==> src/ecc_ram_cfg.svh <==
/*
  Build settings for the single-port SECDED RAM.
  The Hamming field covers positions 1 to CODE_WIDTH-1 and position 0 holds
  the overall parity bit. Both latencies must be 1 or more. The check-bit
  count assumes a power-of-two data width.
*/
`ifndef ECC_RAM_CFG_SVH
`define ECC_RAM_CFG_SVH

// User data word width in bits
`define ECC_DATA_WIDTH 8

// Number of stored words and the address width that selects one
`define ECC_MEM_DEPTH 16
`define ECC_ADDR_WIDTH ($clog2(`ECC_MEM_DEPTH))

// Hamming check bits, log2 of the data width plus one
`define ECC_PARITY_BITS ($clog2(`ECC_DATA_WIDTH) + 1)

// Data plus check bits plus the overall parity bit
`define ECC_CODE_WIDTH (`ECC_DATA_WIDTH + `ECC_PARITY_BITS + 1)

// Register stages between the front end and the array on the command path
`define ECC_WR_LATENCY 3

// Register stages between the array read register and the result stage
`define ECC_RD_LATENCY 2

`endif

==> src/ecc_ram_pkg.sv <==
/*
  Types shared by the SECDED RAM blocks.
  A codeword is one 13-bit word seen two ways. The flat view is indexed by
  Hamming position with bit 0 as the overall parity. The field view splits
  that parity bit off from the Hamming field.
*/
`include "ecc_ram_cfg.svh"

package ecc_ram_pkg;

  // Field view of a codeword
  // The Hamming field keeps its position numbering so bit n is position n
  typedef struct packed {
    logic [`ECC_CODE_WIDTH-1:1] hamming;
    logic                       parity;
  } code_fields_t;

  // One stored word, decoded either by position or by field
  // The encoder and the syndrome logic walk the flat view
  // The overall parity check in the result stage uses the field view
  typedef union packed {
    logic [`ECC_CODE_WIDTH-1:0] flat;
    code_fields_t               fields;
  } code_word_t;

  // Command carried down the write delay line
  // A read command still carries a codeword field, which the array ignores
  typedef struct packed {
    logic                       we;
    logic [`ECC_ADDR_WIDTH-1:0] addr;
    code_word_t                 code;
  } cmd_t;

endpackage

==> src/cmd_decode.sv <==
/*
  Request front end with a four-phase req/ack handshake.
  Only one request is in flight. Inputs must stay stable while i_req is high.
  The flip mask is XORed into the stored codeword on writes only in effect,
  since a read command ignores its codeword field.
*/
`timescale 1ns/1ps
`include "ecc_ram_cfg.svh"

module cmd_decode
  import ecc_ram_pkg::*;
(
  input  logic                       clka,
  input  logic                       i_arst_n,
  input  logic                       i_req,
  input  logic                       i_we,
  input  logic [`ECC_ADDR_WIDTH-1:0] i_addr,
  input  logic [`ECC_DATA_WIDTH-1:0] i_wdata,
  input  logic [`ECC_CODE_WIDTH-1:0] i_flip_mask,
  input  logic                       i_wr_done,
  input  logic                       i_rd_done,
  output logic                       o_cmd_valid,
  output cmd_t                       o_cmd,
  output logic                       o_ack
);

  typedef enum logic [1:0] {S_IDLE, S_BUSY, S_ACK} state_t;

  state_t     state;
  code_word_t enc_word;
  logic       accept;
  logic       done;

  // Builds the SECDED codeword for one data word
  function automatic code_word_t secded_encode(input logic [`ECC_DATA_WIDTH-1:0] data);
    code_word_t cw;
    int         k;
    logic       par;
    cw = '0;
    k  = 0;
    // Data bits fill every position that is not a power of two, in order
    for (int pos = 1; pos < `ECC_CODE_WIDTH; pos++)
    begin
      if ((pos & (pos - 1)) != 0)
      begin
        cw.flat[pos] = data[k];
        k++;
      end
    end
    // Check bit 2**p covers every data position whose index has bit p set
    for (int p = 0; p < `ECC_PARITY_BITS; p++)
    begin
      par = 1'b0;
      for (int pos = 1; pos < `ECC_CODE_WIDTH; pos++)
      begin
        if ((((pos >> p) & 1) == 1) && ((pos & (pos - 1)) != 0))
          par = par ^ cw.flat[pos];
      end
      cw.flat[1 << p] = par;
    end
    // Overall parity makes the whole word even, which separates single from double
    cw.flat[0] = ^cw.flat[`ECC_CODE_WIDTH-1:1];
    return cw;
  endfunction

  // Encode then corrupt on purpose where the mask has ones
  always_comb
  begin
    enc_word      = secded_encode(i_wdata);
    enc_word.flat = enc_word.flat ^ i_flip_mask;
  end

  // A request is taken only from idle, which is the only back-pressure
  assign accept = (state == S_IDLE) && i_req;

  // Writes finish when the command leaves the write line, reads when data is decoded
  assign done = o_cmd.we ? i_wr_done : i_rd_done;

  always_ff @(posedge clka or negedge i_arst_n)
  begin
    if (!i_arst_n)
    begin
      state       <= S_IDLE;
      o_cmd_valid <= 1'b0;
      o_ack       <= 1'b0;
    end
    else
    begin
      // One-cycle command pulse per accepted request
      o_cmd_valid <= accept;
      case (state)
        S_IDLE:
        begin
          if (i_req)
            state <= S_BUSY;
        end
        S_BUSY:
        begin
          if (done)
          begin
            state <= S_ACK;
            o_ack <= 1'b1;
          end
        end
        S_ACK:
        begin
          // Ack drops on the edge that sees the request gone
          if (!i_req)
          begin
            state <= S_IDLE;
            o_ack <= 1'b0;
          end
        end
        default: state <= S_IDLE;
      endcase
    end
  end

  // Command payload is held for the whole transaction so done can look at we
  always_ff @(posedge clka)
  begin
    if (accept)
    begin
      o_cmd.we   <= i_we;
      o_cmd.addr <= i_addr;
      o_cmd.code <= enc_word;
    end
  end

endmodule

==> src/latency_pipe.sv <==
/*
  Fixed-depth delay line for a valid bit and its payload.
  STAGES must be 1 or more. Every stage is a register, so the output lags
  the input by exactly STAGES clocks. There is no stall. Payload bits hold
  unknown values after reset until the first valid item passes.
*/
`timescale 1ns/1ps

module latency_pipe #(
  parameter int STAGES = 1,
  parameter int WIDTH  = 8
) (
  input  logic             clka,
  input  logic             i_arst_n,
  input  logic             i_valid,
  input  logic [WIDTH-1:0] i_data,
  output logic             o_valid,
  output logic [WIDTH-1:0] o_data
);

  // Stage 0 is next to the input and stage STAGES-1 drives the output
  logic [STAGES-1:0] valid_q;
  logic [WIDTH-1:0]  data_q [STAGES];

  // Valid bits are control and clear on reset
  always_ff @(posedge clka or negedge i_arst_n)
  begin
    if (!i_arst_n)
    begin
      valid_q <= '0;
    end
    else
    begin
      valid_q[0] <= i_valid;
      for (int s = 1; s < STAGES; s++)
        valid_q[s] <= valid_q[s-1];
    end
  end

  // Payload shifts every clock whether or not it is valid
  always_ff @(posedge clka)
  begin
    data_q[0] <= i_data;
    for (int s = 1; s < STAGES; s++)
      data_q[s] <= data_q[s-1];
  end

  assign o_valid = valid_q[STAGES-1];
  assign o_data  = data_q[STAGES-1];

endmodule

==> src/ecc_ram_array.sv <==
/*
  Codeword storage for the SECDED RAM, one port, registered read.
  Contents are not initialised, so a read of an unwritten address returns
  unknown data and flags. Write and read never occur in the same cycle,
  because a command is either one or the other.
*/
`timescale 1ns/1ps
`include "ecc_ram_cfg.svh"

module ecc_ram_array
  import ecc_ram_pkg::*;
(
  input  logic       clka,
  input  logic       i_arst_n,
  input  logic       i_valid,
  input  cmd_t       i_cmd,
  output logic       o_rd_valid,
  output code_word_t o_rd_word
);

  // Whole codewords are stored, check bits and parity included
  code_word_t mem [`ECC_MEM_DEPTH];

  logic wr_en;
  logic rd_en;

  assign wr_en = i_valid && i_cmd.we;
  assign rd_en = i_valid && !i_cmd.we;

  // Write port
  always_ff @(posedge clka)
  begin
    if (wr_en)
      mem[i_cmd.addr] <= i_cmd.code;
  end

  // Read data register, updated only by a read command
  always_ff @(posedge clka)
  begin
    if (rd_en)
      o_rd_word <= mem[i_cmd.addr];
  end

  // Read valid pulse lines up with the registered word
  always_ff @(posedge clka or negedge i_arst_n)
  begin
    if (!i_arst_n)
      o_rd_valid <= 1'b0;
    else
      o_rd_valid <= rd_en;
  end

endmodule

==> src/secded_result.sv <==
/*
  SECDED decode of a read codeword with registered outputs.
  Single errors are corrected, including an error on the parity bit alone.
  Double errors are flagged and the data is then not trustworthy. Three or
  more bit errors may be miscorrected. Outputs hold until the next read.
*/
`timescale 1ns/1ps
`include "ecc_ram_cfg.svh"

module secded_result
  import ecc_ram_pkg::*;
(
  input  logic                       clka,
  input  logic                       i_arst_n,
  input  logic                       i_valid,
  input  code_word_t                 i_word,
  output logic                       o_done,
  output logic [`ECC_DATA_WIDTH-1:0] o_rdata,
  output logic                       o_err_single,
  output logic                       o_err_double
);

  logic [`ECC_PARITY_BITS-1:0] syndrome;
  logic                        parity_odd;
  code_word_t                  fixed_word;
  logic [`ECC_DATA_WIDTH-1:0]  data_out;
  logic                        single_err;
  logic                        double_err;

  // Syndrome is the XOR of the positions of all set bits in the Hamming field
  always_comb
  begin
    syndrome = '0;
    for (int pos = 1; pos < `ECC_CODE_WIDTH; pos++)
    begin
      if (i_word.flat[pos])
        syndrome = syndrome ^ pos[`ECC_PARITY_BITS-1:0];
    end
  end

  // A stored word has even weight, so odd weight means an odd number of flips
  assign parity_odd = i_word.fields.parity ^ (^i_word.fields.hamming);

  always_comb
  begin
    fixed_word = i_word;
    single_err = 1'b0;
    double_err = 1'b0;
    if (syndrome != '0)
    begin
      // Odd weight and an in-range syndrome points at the one bad bit
      if (parity_odd && (syndrome < `ECC_CODE_WIDTH))
      begin
        fixed_word.flat[syndrome] = ~i_word.flat[syndrome];
        single_err                = 1'b1;
      end
      else
      begin
        // Even weight with a syndrome, or a syndrome past the last position
        double_err = 1'b1;
      end
    end
    else if (parity_odd)
    begin
      // Only the overall parity bit flipped and the data is intact
      single_err = 1'b1;
    end
  end

  // Pull the data bits back out of the non power-of-two positions
  always_comb
  begin
    int k;
    data_out = '0;
    k        = 0;
    for (int pos = 1; pos < `ECC_CODE_WIDTH; pos++)
    begin
      if ((pos & (pos - 1)) != 0)
      begin
        data_out[k] = fixed_word.flat[pos];
        k++;
      end
    end
  end

  always_ff @(posedge clka or negedge i_arst_n)
  begin
    if (!i_arst_n)
    begin
      o_done       <= 1'b0;
      o_err_single <= 1'b0;
      o_err_double <= 1'b0;
    end
    else
    begin
      o_done <= i_valid;
      if (i_valid)
      begin
        o_err_single <= single_err;
        o_err_double <= double_err;
      end
    end
  end

  // Read data is payload and holds until the next decoded word
  always_ff @(posedge clka)
  begin
    if (i_valid)
      o_rdata <= data_out;
  end

endmodule

==> src/ecc_ram_top.sv <==
/*
  Single-port RAM with SECDED protection and configurable latencies.
  Handshake is four-phase req/ack with one request in flight. A write acks
  1 + WR_LATENCY clocks after i_req is sampled, a read acks
  3 + WR_LATENCY + RD_LATENCY clocks after. Read outputs are valid while
  o_ack is high after a read. i_flip_mask injects errors into stored words.
*/
`timescale 1ns/1ps
`include "ecc_ram_cfg.svh"

module ecc_ram_top (
  input  logic                       clka,
  input  logic                       i_arst_n,
  input  logic                       i_req,
  input  logic                       i_we,
  input  logic [`ECC_ADDR_WIDTH-1:0] i_addr,
  input  logic [`ECC_DATA_WIDTH-1:0] i_wdata,
  input  logic [`ECC_CODE_WIDTH-1:0] i_flip_mask,
  output logic                       o_ack,
  output logic [`ECC_DATA_WIDTH-1:0] o_rdata,
  output logic                       o_err_single,
  output logic                       o_err_double
);

  // Command is the write flag, the address and the codeword
  localparam int CMD_WIDTH = 1 + `ECC_ADDR_WIDTH + `ECC_CODE_WIDTH;

  // Front end to write delay line
  logic                       cmd_valid;
  logic [CMD_WIDTH-1:0]       cmd;
  // Write delay line to array, valid also reports write completion
  logic                       wr_valid;
  logic [CMD_WIDTH-1:0]       wr_cmd;
  // Array read register to read delay line
  logic                       arr_rd_valid;
  logic [`ECC_CODE_WIDTH-1:0] arr_rd_word;
  // Read delay line to result stage
  logic                       dec_valid;
  logic [`ECC_CODE_WIDTH-1:0] dec_word;
  // Result stage back to the front end
  logic                       rd_done;

  cmd_decode u_cmd_decode (
    .clka        (clka),
    .i_arst_n    (i_arst_n),
    .i_req       (i_req),
    .i_we        (i_we),
    .i_addr      (i_addr),
    .i_wdata     (i_wdata),
    .i_flip_mask (i_flip_mask),
    .i_wr_done   (wr_valid),
    .i_rd_done   (rd_done),
    .o_cmd_valid (cmd_valid),
    .o_cmd       (cmd),
    .o_ack       (o_ack)
  );

  latency_pipe #(
    .STAGES (`ECC_WR_LATENCY),
    .WIDTH  (CMD_WIDTH)
  ) u_wr_pipe (
    .clka     (clka),
    .i_arst_n (i_arst_n),
    .i_valid  (cmd_valid),
    .i_data   (cmd),
    .o_valid  (wr_valid),
    .o_data   (wr_cmd)
  );

  ecc_ram_array u_ecc_ram_array (
    .clka       (clka),
    .i_arst_n   (i_arst_n),
    .i_valid    (wr_valid),
    .i_cmd      (wr_cmd),
    .o_rd_valid (arr_rd_valid),
    .o_rd_word  (arr_rd_word)
  );

  latency_pipe #(
    .STAGES (`ECC_RD_LATENCY),
    .WIDTH  (`ECC_CODE_WIDTH)
  ) u_rd_pipe (
    .clka     (clka),
    .i_arst_n (i_arst_n),
    .i_valid  (arr_rd_valid),
    .i_data   (arr_rd_word),
    .o_valid  (dec_valid),
    .o_data   (dec_word)
  );

  secded_result u_secded_result (
    .clka         (clka),
    .i_arst_n     (i_arst_n),
    .i_valid      (dec_valid),
    .i_word       (dec_word),
    .o_done       (rd_done),
    .o_rdata      (o_rdata),
    .o_err_single (o_err_single),
    .o_err_double (o_err_double)
  );

endmodule

==> config.mk <==
export PLATFORM = sky130hd
export DESIGN_NAME = ecc_ram_top
export DESIGN_NICKNAME = d
export VERILOG_FILES = /design/src/ecc_ram_pkg.sv /design/src/cmd_decode.sv /design/src/latency_pipe.sv /design/src/ecc_ram_array.sv /design/src/secded_result.sv /design/src/ecc_ram_top.sv
export VERILOG_INCLUDE_DIRS = /design/src
export SDC_FILE = /design/constraint.sdc
export NUM_CORES = 1
export LEC_CHECK = 0
export ABC_AREA = 1
export BUFFER_PORTS_ARGS = -buffer_cell sky130_fd_sc_hd__buf_2
export CORE_MARGIN = 2
export CORE_UTILIZATION = 25
export DETAILED_ROUTE_END_ITERATION = 10
export HOLD_SLACK_MARGIN = 0.12
export PLACE_DENSITY = 0.38
export SETUP_SLACK_MARGIN = 0.5
export SLEW_MARGIN = 5
export SYNTH_ARGS = -nofsm -noshare
export SYNTH_HDL_FRONTEND = slang
export SYNTH_SLANG_ARGS = --single-unit
==> constraint.sdc <==
create_clock -name clka -period 4.2 [get_ports clka]
set_input_delay 0 -clock clka [delete_from_list [all_inputs] [get_ports clka]]
set_output_delay 0 -clock clka [all_outputs]
set_load 0.03 [all_outputs]
### Yosys cells after proc, flatten, opt, wreduce, memory -nomap -nowiden

Memory sizes are Yosys's and may differ from the RTL's. A register that Yosys moved wholly into a read port is not among the register bits.
Index checks and enable logic that the tools add are counted.

| cells by class | value |
|---|---|
| reductions and logical operators | 13 |
| bitwise operators | 28 |
| equality and inequality tests | 5 |
| $lt $le $gt $ge | 3 |
| mux-type cells | 34 |

Operators with widths:

| operator | number |
|---|---|
| 13-bit two-way mux | 2 |
| 12-bit parity | 2 |
| 4-bit two-way mux | 5 |
| 1-bit bitwise XOR | 15 |
| 13-bit bitwise mux | 1 |
| 1-bit two-way mux | 13 |
| 13-bit bitwise XOR | 1 |
| 3-bit two-way mux | 4 |
| 2-bit NOT | 6 |
| 2-bit two-way mux | 5 |
| 3-bit NOT | 2 |
| 2-bit one-hot mux with 3 select lines | 1 |
| 3-bit AND reduction | 2 |
| 1-bit logical AND | 5 |
| 4-bit by 5-bit < comparator with 1-bit output, second input constant | 1 |
| 1-bit binary-select mux with 4-bit select | 1 |
| 1-bit demux with 4-bit select | 1 |
| 4-bit by 1-bit greater-or-equal comparator with 1-bit output, second input constant | 1 |
| 4-bit < comparator, second input constant | 1 |
| 2-bit inequality test, second input constant | 2 |
| 4-bit nonzero test | 1 |
| 1-bit NOT, first input constant | 3 |
| 2-bit by 1-bit equality test with 1-bit output, second input constant | 1 |
| 2-bit equality test, second input constant | 1 |
| 6 further kinds | 6 |

| word-level totals | value |
|---|---|
| word-level logic and storage cells | 99 |
| register bits after elaboration | 39 |
| bits in writable memories | 288 |
| bits of input ports | 29 |
| memories kept | 3 |
| output and inout bits | 11 |

Memories:

| memory | words | width | rd ports | clocked after Yosys merged registers in | write ports | RTL line | RTL |
|---|---|---|---|---|---|---|---|
| u_ecc_ram_array.mem | 16 | 13 | 1 | 1 | 1 | ecc_ram_array.sv:22 | `` code_word_t mem [`ECC_MEM_DEPTH]; `` |
| u_wr_pipe.data_q | 3 | 18 | 3 | 0 | 3 | latency_pipe.sv:23 | `logic [WIDTH-1:0] data_q [STAGES];` |
| u_rd_pipe.data_q | 2 | 13 | 2 | 0 | 2 | latency_pipe.sv:23 |  |

### Longest topological paths before layout

Gate-level depths: netlist of run 1.
An unclocked memory read counts as a cell.

| depth | value |
|---|---|
| depth in word-level cells | 28 |
| depth in mapped cells | 17 |
| gate-level depth less buffers | 17 |

### Hierarchy

From an unflattened synthesis of run 1, not the netlist that was laid out.

| unflattened totals | value |
|---|---|
| cells, all modules | 1270 |
| area total of the unflattened synthesis | 13573.0 um^2 |

By module, submodules not included:

| module | cells an instance | area an instance (um^2) | instances |
|---|---|---|---|
| ecc_ram_array | 880 | 9225.1 | 1 |
| latency_pipe at u_wr_pipe | 75 | 1291.2 | 1 |
| secded_result | 170 | 1229.9 | 1 |
| cmd_decode | 104 | 1158.6 | 1 |
| latency_pipe at u_rd_pipe | 41 | 668.1 | 1 |

### Worst setup path before layout of run 1

OpenSTA, ideal clock, no wires.

| timing | value |
|---|---|
| kind | register to register |
| start point | memory u_wr_pipe.data_q[0][49] (netlist name) |
| end point | memory u_ecc_ram_array.mem[13][0] (netlist name) (enable) |
| library setup time | 0.382 ns |
| cell stages (with the launch flop) | 6 |
| buffers on the path | 1 |
| slack | 2.124 ns |
| data arrival time | 1.694 ns |
| cell sequence | dfxtp_1 -> inv_1 -> nor2_1 -> clkbuf_1 -> nand2_1 -> nor2_1 |

RTL lines:

| item | RTL line |
|---|---|
| start: declaration | latency_pipe.sv:23 |
| end: declaration | ecc_ram_array.sv:22 |

==> impl_metrics.json, run 1 <==
{
  "synth_compound_area_share_pct": 9.55,
  "hp-start": "i_addr[3]",
  "post-route-period-util_pct": 58.5,
  "fill_cells": 4589,
  "synth_xor_area_share_pct": 3.18,
  "yosys_register_bits": 340,
  "h-tree-depth": 2,
  "worstPathArrival_ns": 2.58,
  "drtIter0Drc": 491,
  "crit_type": "register to register",
  "clk_pin_slew_ns": 0.06,
  "place_inst": 1406,
  "track_usage_pct": 12.0,
  "detail_route.wl_per_cell_um": 19.6,
  "hold_class": "primary input to register",
  "ant_nets": 0,
  "timing.hold.ws_ns": 0.191,
  "fmax_mhz": 407,
  "tns_ns": 0,
  "antenna_found_initial": 1,
  "grt_max_degree": 53,
  "ir_drop_uv": 335,
  "place_area_um2": 12800,
  "die_h_um": 221,
  "grt_pass1_vias": 6670,
  "die_w_um": 221,
  "cts_tree": "done",
  "final_common_cell": "edfxtp_1",
  "start_kind": "register",
  "setup-violations-final": 0,
  "syn-num-nets": 799,
  "period_minus_slack_ns": 2.46,
  "power_w": 0.00896,
  "ys_types": 30,
  "skew_ns": 0.0202,
  "overflow": 0,
  "cp-startpoint": "u_wr_pipe.data_q[0][49]$_DFF_P_",
  "rsz0062_at_grt": "no",
  "ys_seq_area_share_pct": 79.3,
  "worstPathCellList": "inv_1 -> nor2_4 -> buf_4 -> nand2_1 -> nor2_1",
  "post_cts_resized": 0,
  "cts_max_path_buffers": 3,
  "n_antenna_cell": 0,
  "rows": 79,
  "syn_to_final_growth_pct": 21.4,
  "synth_adder_area_share_pct": 0,
  "drive_gt1_share_pct": 14.2,
  "relSlewSlack_pct": 18.3,
  "clock_latency_ns": 0.53,
  "final_cell_mix": "edfxtp_1, a22oi_1, dfxtp_1",
  "critPathMaxStageDelay_ns": 0.94,
  "nets": 903,
  "cts_sinks": 340,
  "vias_per_cell": 4.31,
  "core_um2": 46600,
  "remaining_drc_errors": 0,
  "fin_cells": 1509,
  "synth_area_um2": 11800,
  "outcome": "complete, no violations",
  "avgSynthCellArea_um2": 15.3,
  "cts_buffers": 37,
  "crit_slowest_cell": "nor2_1",
  "leakage_nw": 5.01,
  "synth_warnings": 0,
  "required_ns": 4.33,
  "first_pass_iters": 5,
  "cts_root_buf": "clkbuf_16",
  "synth.area.mux_share_pct": 0,
  "hold_viol": 0,
  "slew_viol_final": 0,
  "pin_count": 40,
  "setup.worst_path.end_class": "register",
  "place_congestion": 0.758,
  "syn_inst": 770,
  "io_buffer_count": 39,
  "path_max_fanout": 28,
  "grt_pass1_wl_um": 44000,
  "dp_hpwl_um": 18700,
  "initial_utilization_pct": 25.3,
  "die-area_um2": 48900,
  "final_area_um2": 14300,
  "power.density_nw_per_um2": 626,
  "vias": 6500,
  "drv_cap": 0,
  "worstMarginPinSlew_ns": 1.22,
  "drt_wl_total_um": 29600,
  "yosys.area_share.simple_pct": 6.02,
  "timing.rr.start": "u_wr_pipe.data_q[0][49]$_DFF_P_",
  "synth_top_family_by_area": "compound AO/OA/AOI/OAI gates"
}
[worst max-delay path, delay by kind of cell (launching register included)]
kind	cells	cell delay [ns]
buffers and inverters	2	0.43
AND/OR/NAND/NOR	3	1.23
flip-flops	1	0.39
[final timing paths]
| check | depth (start not counted) | to | slack [ns] |
|---|---|---|---|
| min reg2reg | 0 | u_rd_pipe.data_q[0][13]$_DFF_P_ | 0.32 |
| min | 2 | u_cmd_decode.o_cmd[16]$_DFFE_PP_ | 0.19 |
| min in group asynchronous | 3 | u_secded_result.o_err_single$_DFFE_PN0P_ | 0.57 |
| max in group asynchronous | 3 | u_cmd_decode.o_ack$_DFFE_PN0P_ | 3.23 |
| max reg2reg | 5 | u_ecc_ram_array.mem[5][1]$_DFFE_PP_ | 1.74 |
| max | 5 | u_ecc_ram_array.mem[5][1]$_DFFE_PP_ | 1.74 |
[area by class of cell]
type                       instances  area (um^2)  share of cell area, %
tap                              607          759                   5.31
clock buffer                      56         1090                   7.60
timing repair buffer              90          668                   4.67
sequential                       340         9340                   65.3
inverter                          35          131                  0.918
clock inverter                    11         87.6                  0.612
multi-input combinational        370         2230                   15.6
[repair_timing]
item                                    CTS  global route
endpoints found under the setup margin    0             0
setup buffers                             0             0
hold endpoints to repair                 35             0
hold buffers                             36             0
[power breakdown]
part / total, W / internal [W] / switching [W] / leakage, nW
logic: 0.00138 / 0.000445 / 0.000940 / 1.36
clock network: 0.00314 / 0.00185 / 0.00129 / 0.585
registers: 0.00444 / 0.00411 / 0.000330 / 3.07
[layer usage]
metal  GRT usage, %  vias up  part of all wire (%)
li1               -     3089                     -
met1           16.4     3231                    46
met2           19.7      135                    48
met3           2.44       45                   4.6
met4           2.90        0                   1.7
met5              0        -                     0
[cells in the mapped netlist]
library cell  number  area share (%)
inv_1             29            0.92
xnor2_1           17             1.3
clkinv_1           2           0.064
o21a_1             1           0.064
nand3_2            1           0.085
dfxtp_1           80              14
o22ai_1            2            0.11
nand4_1            1           0.053
o21ai_1            2           0.085
nand2_4            1           0.096
edfxtp_1         247              63
clkbuf_1          22            0.70
a21oi_1           61             2.6
xor2_1            24             1.8
or4_1             13            0.83
nor2_4             1           0.096
a22oi_1          104             6.6
dfrtp_1           13             2.8
or2_0              1           0.053
buf_6              1           0.096
nand3_1           22            0.93
nor3_1             3            0.13
o21ai_0            2           0.085
inv_2              4            0.13
nand2_1           67             2.1
nand2_2            3            0.16
buf_1              2           0.064
xnor2_2            1            0.14
nor2_1            39             1.2
nor2_2             4            0.21
[state kept, by name (all words and copies together), names as in the netlist]
| name | flops |
|---|---|
| u_cmd_decode.o_ack | 1 |
| u_cmd_decode.o_cmd | 18 |
| u_cmd_decode.o_cmd_valid | 1 |
| u_cmd_decode.state | 2 |
| u_ecc_ram_array.mem | 208 |
| u_ecc_ram_array.o_rd_valid | 1 |
| u_ecc_ram_array.o_rd_word | 13 |
| u_rd_pipe.data_q | 26 |
| u_rd_pipe.valid_q | 2 |
| u_secded_result.o_done | 1 |
| u_secded_result.o_err_double | 1 |
| u_secded_result.o_err_single | 1 |
| u_secded_result.o_rdata | 8 |
| u_wr_pipe.data_q | 54 |
| u_wr_pipe.valid_q | 3 |
[cell families (layout without fill, tap and decap cells)]
group | Yosys count | count (layout)
AOI/OAI and AO/OA | 172 | 172
and+or+nand+nor | 156 | 156
buffers and inverters | 60 | 192
DFF | 340 | 340
xor gates and xnor gates | 42 | 42
[per-stage QoR]
stage          worst slack [ns]  utilization, %
6_report                   1.74            30.7
4_1_cts                    1.66            30.7
3_5_place_dp               1.69            27.4
2_1_floorplan              2.12               -
5_1_grt                    1.53            30.7
3_3_place_gp               1.73            27.4
Note: power is estimated with default switching activity, not from simulation.
==> run 2: changes to the inputs <==
PLACE_DENSITY = 0.39   (was 0.38)
clock period = 2.2 ns   (was 4.2 ns; I/O delays follow)
==> run 2 against run 1 <==
Effect of this change:
- sequential cell count unchanged
- maximum frequency up 23%
- routed wire length up 5.7%
- via count up 6.6%
- non-clock buffer count up 75
- clock skew down 0.0014 ns
- total power up 110%
- critical endpoint is now u_secded_result.o_rdata[4]$_DFFE_PP_
- die area unchanged
- sequential power up 89%
==> impl_metrics.json, run 2 (synthesized netlist as in run 1, its figures left out) <==
{
  "clk_pin_slew_ns": 0.06,
  "drive_gt1_share_pct": 38.1,
  "start_kind": "register",
  "hold_class": "primary input to register",
  "r2r_slack_ns": 0.21,
  "crit_type": "register to register",
  "initial_utilization_pct": 25.3,
  "vias_per_cell": 4.37,
  "critPathMaxStageDelay_ns": 0.39,
  "clock_latency_ns": 0.53,
  "timing.critical_path.mode_cell": "nand2_2",
  "ant_nets": 0,
  "dp_hpwl_um": 18500,
  "cts_sinks": 340,
  "core_um2": 46600,
  "setup-violations-final": 0,
  "worstMarginPinSlew_ns": 0.681,
  "r2r_end": "u_secded_result.o_rdata[4]$_DFFE_PP_",
  "top_register": "u_ecc_ram_array.mem",
  "slew_viol_final": 0,
  "syn_to_final_growth_pct": 37.5,
  "final_area_um2": 16200,
  "tns_ns": 0,
  "setup.worst_path.end_class": "register",
  "drv_cap": 0,
  "final_cell_mix": "edfxtp_1, dfxtp_1, a22oi_2",
  "cts_buffers": 37,
  "skew_ns": 0.0189,
  "antenna_found_initial": 0,
  "path_max_fanout": 6,
  "die-area_um2": 48900,
  "worstPathArrival_ns": 2.27,
  "drt_wl_total_um": 31300,
  "die_h_um": 221,
  "crit_slowest_cell": "dfxtp_4",
  "first_pass_iters": 5,
  "place_inst": 1451,
  "fmax_mhz": 502,
  "power.density_nw_per_um2": 1150,
  "final_common_cell": "edfxtp_1",
  "cts_max_path_buffers": 3,
  "io_buffer_count": 39,
  "drtIter0Drc": 441,
  "h-tree-depth": 2,
  "track_usage_pct": 12.5,
  "place_congestion": 0.751,
  "rows": 79,
  "n_antenna_cell": 0,
  "cts_tree": "done",
  "grt_pass1_vias": 7169,
  "worst_hold_path.endpoint": "u_cmd_decode.o_cmd[1]$_DFFE_PP_",
  "overflow": 0,
  "post-route-period-util_pct": 90.5,
  "period_minus_slack_ns": 1.99,
  "timing.hold.ws_ns": 0.125,
  "detail_route.wl_per_cell_um": 19.7,
  "grt_pass1_wl_um": 46300,
  "required_ns": 2.48,
  "fill_cells": 4478,
  "worstPathCellList": "inv_2 -> nand2_2 -> nand2_2 -> nand2_2 -> nand2_2 -> nand2_4 -> nand2_4 -> nand2_4 -> nand2_4 -> nand2_2 -> nand2_2 -> nand2_1 -> nand2_1 -> nand2_1 -> nand2_2 -> nor2_4 -> buf_6 -> a21oi_2",
  "timing.rr.start": "u_rd_pipe.data_q[0][22]$_DFF_P_",
  "largest_reg_flops": 208,
  "die_w_um": 221,
  "relSlewSlack_pct": 54.5,
  "hold_viol": 0,
  "remaining_drc_errors": 0,
  "rsz0062_at_grt": "yes",
  "reg2reg_depth": 18,
  "cts_root_buf": "clkbuf_16",
  "nets": 981,
  "vias": 6928,
  "hp-start": "i_wdata[4]",
  "outcome": "complete, no violations",
  "top_regs": "u_ecc_ram_array.mem: 208 flops, u_wr_pipe.data_q: 54 flops, u_rd_pipe.data_q: 26 flops",
  "whs_path_depth": 4,
  "leakage_nw": 5.66,
  "pin_count": 40,
  "grt_max_degree": 24,
  "place_area_um2": 13400,
  "fin_cells": 1587,
  "ir_drop_uv": 709
}
[run 2: cell types whose count changed in the layout (fill, tap and decap cells not counted), moves of 17 or more]
cell	before	now
a22oi_1	104	38
buf_12	0	19
a21oi_2	0	17
nand2_1	67	42
a22oi_2	0	66
a21oi_1	61	44
buf_4	15	47
[run 2: timing repair]
| item | in CTS | in global routing |
|---|---|---|
| endpoints found under the setup margin | 218 | 134 |
| hold endpoints to repair | 35 | 0 |
| cloned | 8 | 3 |
| pin swaps | 18 | 29 |
| resized for setup | 125 | 99 |
| buffers inserted | 14 | 9 |
| hold buffers | 35 | 0 |
[run 2: report_power, final]
group / switching (W) / total [W] / internal [W] / leakage (nW)
Clock: 0.00249 / 0.00596 / 0.00347 / 0.584
Sequential: 0.000554 / 0.00841 / 0.00785 / 3.08
Combinational: 0.00245 / 0.00427 / 0.00182 / 2.00
[run 2: layer usage]
metal,vias to the layer above,global-route usage (%),wire (um)
met5,-,0.782,66
met4,2,3.85,596
met3,45,2.27,1150
met2,139,20.6,15200
met1,3470,16.7,14300
li1,3272,-,-
[run 2: layout make-up]
type	instances	area, um^2	area share [%]
repair inverters	2	22.5	0.139
flip-flops and latches	340	9380	57.9
repair buffers	165	1680	10.4
multi-input cells	371	3020	18.7
inverters	35	169	1.04
clock inverters	12	75.1	0.463
well taps	607	759	4.69
clock buffers	55	1100	6.76
[run 2: worst max-delay path, delay by kind of cell, from the launching register on]
family	cells	cell delay, ns
buf+inv	2	0.19
flops	1	0.39
simple gates	15	1.10
compound gates	1	0.05
[run 2: worst max path at each step]
stage                                         start                                      to  slack (ns)
floorplan           u_wr_pipe.data_q[0][50]$_DFF_P_    u_ecc_ram_array.mem[11][0]$_DFFE_PP_        0.30
global route        u_rd_pipe.data_q[0][20]$_DFF_P_    u_secded_result.o_rdata[6]$_DFFE_PP_        0.09
detailed placement  u_wr_pipe.data_q[0][49]$_DFF_P_  u_ecc_ram_array.o_rd_word[9]$_DFFE_PP_        0.02
global placement    u_wr_pipe.data_q[0][49]$_DFF_P_  u_ecc_ram_array.o_rd_word[9]$_DFFE_PP_        0.04
CTS                 u_rd_pipe.data_q[0][22]$_DFF_P_    u_secded_result.o_rdata[4]$_DFFE_PP_        0.25
finish              u_rd_pipe.data_q[0][22]$_DFF_P_    u_secded_result.o_rdata[4]$_DFFE_PP_        0.21
[run 2: stage by stage]
step | worst slack, ns | power [W] | utilization (%)
6_report | 0.209 | 0.0186 | 34.8
5_1_grt | 0.0907 | 0.0195 | 34.8
4_1_cts | 0.253 | 0.0181 | 33.6
3_5_place_dp | 0.0153 | 0.0114 | 28.8
3_3_place_gp | 0.0372 | 0.0114 | 28.8
2_1_floorplan | 0.304 | 0.0101 | -
==> run 3: changes to the inputs <==
--- a/config.mk
+++ b/config.mk
@@ -15,4 +15,5 @@
 export PLACE_DENSITY = 0.39
 export SETUP_SLACK_MARGIN = 0.5
+export SKIP_LAST_GASP = 1
 export SLEW_MARGIN = 5
 export SYNTH_ARGS = -nofsm -noshare
==> constraint.sdc (replaced) <==
create_clock -name clka -period 2.2 [get_ports clka]
set_input_delay 0.11 -clock clka [delete_from_list [all_inputs] [get_ports clka]]
set_output_delay 0.11 -clock clka [all_outputs]
set_load 0.03 [all_outputs]
==> run 3 against run 2 <==
Effect of this change:
- sequential power about the same
- largest power group unchanged
- combinational power barely moved
- sequential cell count is the same
- critical endpoint unchanged
- clock power about the same
- critical path type unchanged
==> impl_metrics.json, run 3 (synthesized netlist as in run 1, its figures left out) <==
{
  "place_congestion": 0.751,
  "path_max_fanout": 6,
  "hold_viol": 0,
  "vias_per_cell": 4.36,
  "detailedPlace.worstSlack_ns": 0.0153,
  "power.density_nw_per_um2": 1150,
  "required_ns": 2.48,
  "tns_ns": 0,
  "skew_ns": 0.0190,
  "worstMarginPinSlew_ns": 0.701,
  "fmax_mhz": 502,
  "remaining_drc_errors": 0,
  "cp.depth": 18,
  "drtIter0Drc": 468,
  "outcome": "complete, no violations",
  "n_antenna_cell": 0,
  "slew_viol_final": 0,
  "hold_class": "primary input to register",
  "dp_hpwl_um": 18500,
  "die_w_um": 221,
  "grt_pass1_wl_um": 46100,
  "start_kind": "register",
  "pin_count": 40,
  "fill_cells": 4474,
  "final_cell_mix": "edfxtp_1, dfxtp_1, a22oi_2",
  "clk_pin_slew_ns": 0.06,
  "setup_slack_ns": 0.207,
  "worstPathArrival_ns": 2.27,
  "timing.critical_path.mode_cell": "nand2_2",
  "post-route-period-util_pct": 90.6,
  "timing.hold.ws_ns": 0.163,
  "drive_gt1_share_pct": 38.2,
  "setup-violations-final": 0,
  "cts_root_buf": "clkbuf_16",
  "fin_cells": 1583,
  "cp_top_family": "simple AND/OR/NAND/NOR gates",
  "die-area_um2": 48900,
  "rows": 79,
  "relSlewSlack_pct": 53.2,
  "cts_sinks": 340,
  "ir_drop_uv": 709,
  "final-seq-area_um2": 9380,
  "overflow": 0,
  "period_minus_slack_ns": 1.99,
  "initial_utilization_pct": 25.3,
  "critPathMaxStageDelay_ns": 0.39,
  "critPathBufInv": 2,
  "cts_max_path_buffers": 3,
  "die_h_um": 221,
  "leakage_nw": 5.64,
  "first_pass_iters": 5,
  "place_inst": 1451,
  "cp-startpoint": "u_rd_pipe.data_q[0][22]$_DFF_P_",
  "grt_pass1_vias": 7131,
  "multi_input_area_um2": 3020,
  "antenna_found_initial": 0,
  "setup.worst_path.end_class": "register",
  "critPathCapture": "u_secded_result.o_rdata[4]$_DFFE_PP_",
  "clock_latency_ns": 0.53,
  "crit_type": "register to register",
  "r2r_end": "u_secded_result.o_rdata[4]$_DFFE_PP_",
  "largest_reg_flops": 208,
  "h-tree-depth": 2,
  "crit_slowest_cell": "dfxtp_4",
  "io_buffer_count": 39,
  "cts_buffers": 37,
  "top_register": "u_ecc_ram_array.mem",
  "ant_nets": 0,
  "syn_to_final_growth_pct": 37.2,
  "drt_wl_total_um": 31200,
  "timing.rr.start": "u_rd_pipe.data_q[0][22]$_DFF_P_",
  "drv_cap": 0,
  "worstPathCellList": "inv_2 -> nand2_2 -> nand2_2 -> nand2_2 -> nand2_2 -> nand2_4 -> nand2_4 -> nand2_4 -> nand2_4 -> nand2_2 -> nand2_2 -> nand2_1 -> nand2_1 -> nand2_1 -> nand2_2 -> nor2_4 -> buf_6 -> a21oi_2",
  "nets": 977,
  "grt_max_degree": 24,
  "track_usage_pct": 12.5,
  "top_regs": "u_ecc_ram_array.mem: 208 flops, u_wr_pipe.data_q: 54 flops, u_rd_pipe.data_q: 26 flops",
  "reg2reg_depth": 18,
  "cts_tree": "done",
  "r2r_slack_ns": 0.21,
  "core_um2": 46600,
  "vias": 6909,
  "final_common_cell": "edfxtp_1",
  "detail_route.wl_per_cell_um": 19.7,
  "rsz0062_at_grt": "yes"
}
## run 3: cell types whose count changed in the layout (fill, tap and decap cells not counted), sizes merged
cell and change:
dlygate4sd3 -4
## run 3: metal layers
layer / up-vias / share of wire (%) / global-route usage, % / wire length [um]
met1: 3466 / 46 / 16.7 / 14300
met2: 131 / 48 / 20.5 / 15100
met5: - / 0.21 / 0.782 / 66
li1: 3265 / - / - / -
met3: 45 / 3.5 / 2.27 / 1080
met4: 2 / 1.9 / 3.85 / 597
## run 3: worst min path at each step
stage,startpoint,to,cells past startpoint
after floorplan,i_arst_n,u_cmd_decode.o_ack$_DFFE_PN0P_,0
after global placement,i_arst_n,u_secded_result.o_err_single$_DFFE_PN0P_,1
after detailed placement,i_arst_n,u_secded_result.o_err_single$_DFFE_PN0P_,1
after CTS,i_flip_mask[0],u_cmd_decode.o_cmd[0]$_DFFE_PP_,5
after global routing,i_flip_mask[0],u_cmd_decode.o_cmd[0]$_DFFE_PP_,5
final,i_flip_mask[0],u_cmd_decode.o_cmd[0]$_DFFE_PP_,5
## run 3: area by class of cell
type | count | share of cell area, %
Timing Repair Buffer | 161 | 10.2
Sequential cell | 340 | 58.0
Tap cell | 607 | 4.70
Timing Repair inverter | 2 | 0.139
Multi-Input combinational cell | 371 | 18.7
Clock inverter | 12 | 0.464
Inverter | 35 | 1.04
Clock buffer | 55 | 6.78
## run 3: where the power goes
group | internal (W) | switching, W
sequential | 0.00785 | 0.000556
clock | 0.00347 | 0.00249
combinational | 0.00180 | 0.00244
total | 0.0131 | 0.00549
## run 3: through the flow
step	area, um^2	util [%]	total power, W
2_1_floorplan	11900	-	0.0101
4_1_cts	15600	33.5	0.0181
3_5_place_dp	13400	28.8	0.0114
6_report	16200	34.7	0.0186
5_1_grt	16200	34.7	0.0195
3_3_place_gp	13400	28.8	0.0114
## run 3: what timing repair did
item                                    in CTS  in global routing
endpoints found under the setup margin     218                134
hold endpoints to repair                    34                  0
hold buffers                                31                  0
gates cloned                                 8                  3
pin swaps                                   18                 29
setup buffers                               14                  9
resized for setup                          125                 99
## run 3: worst min-delay path, stage by stage
cell and delay, ns:
buf_2 0.09, xnor2_1 0.13, xor2_1 0.09, xnor2_1 0.12
inv_1 0.04
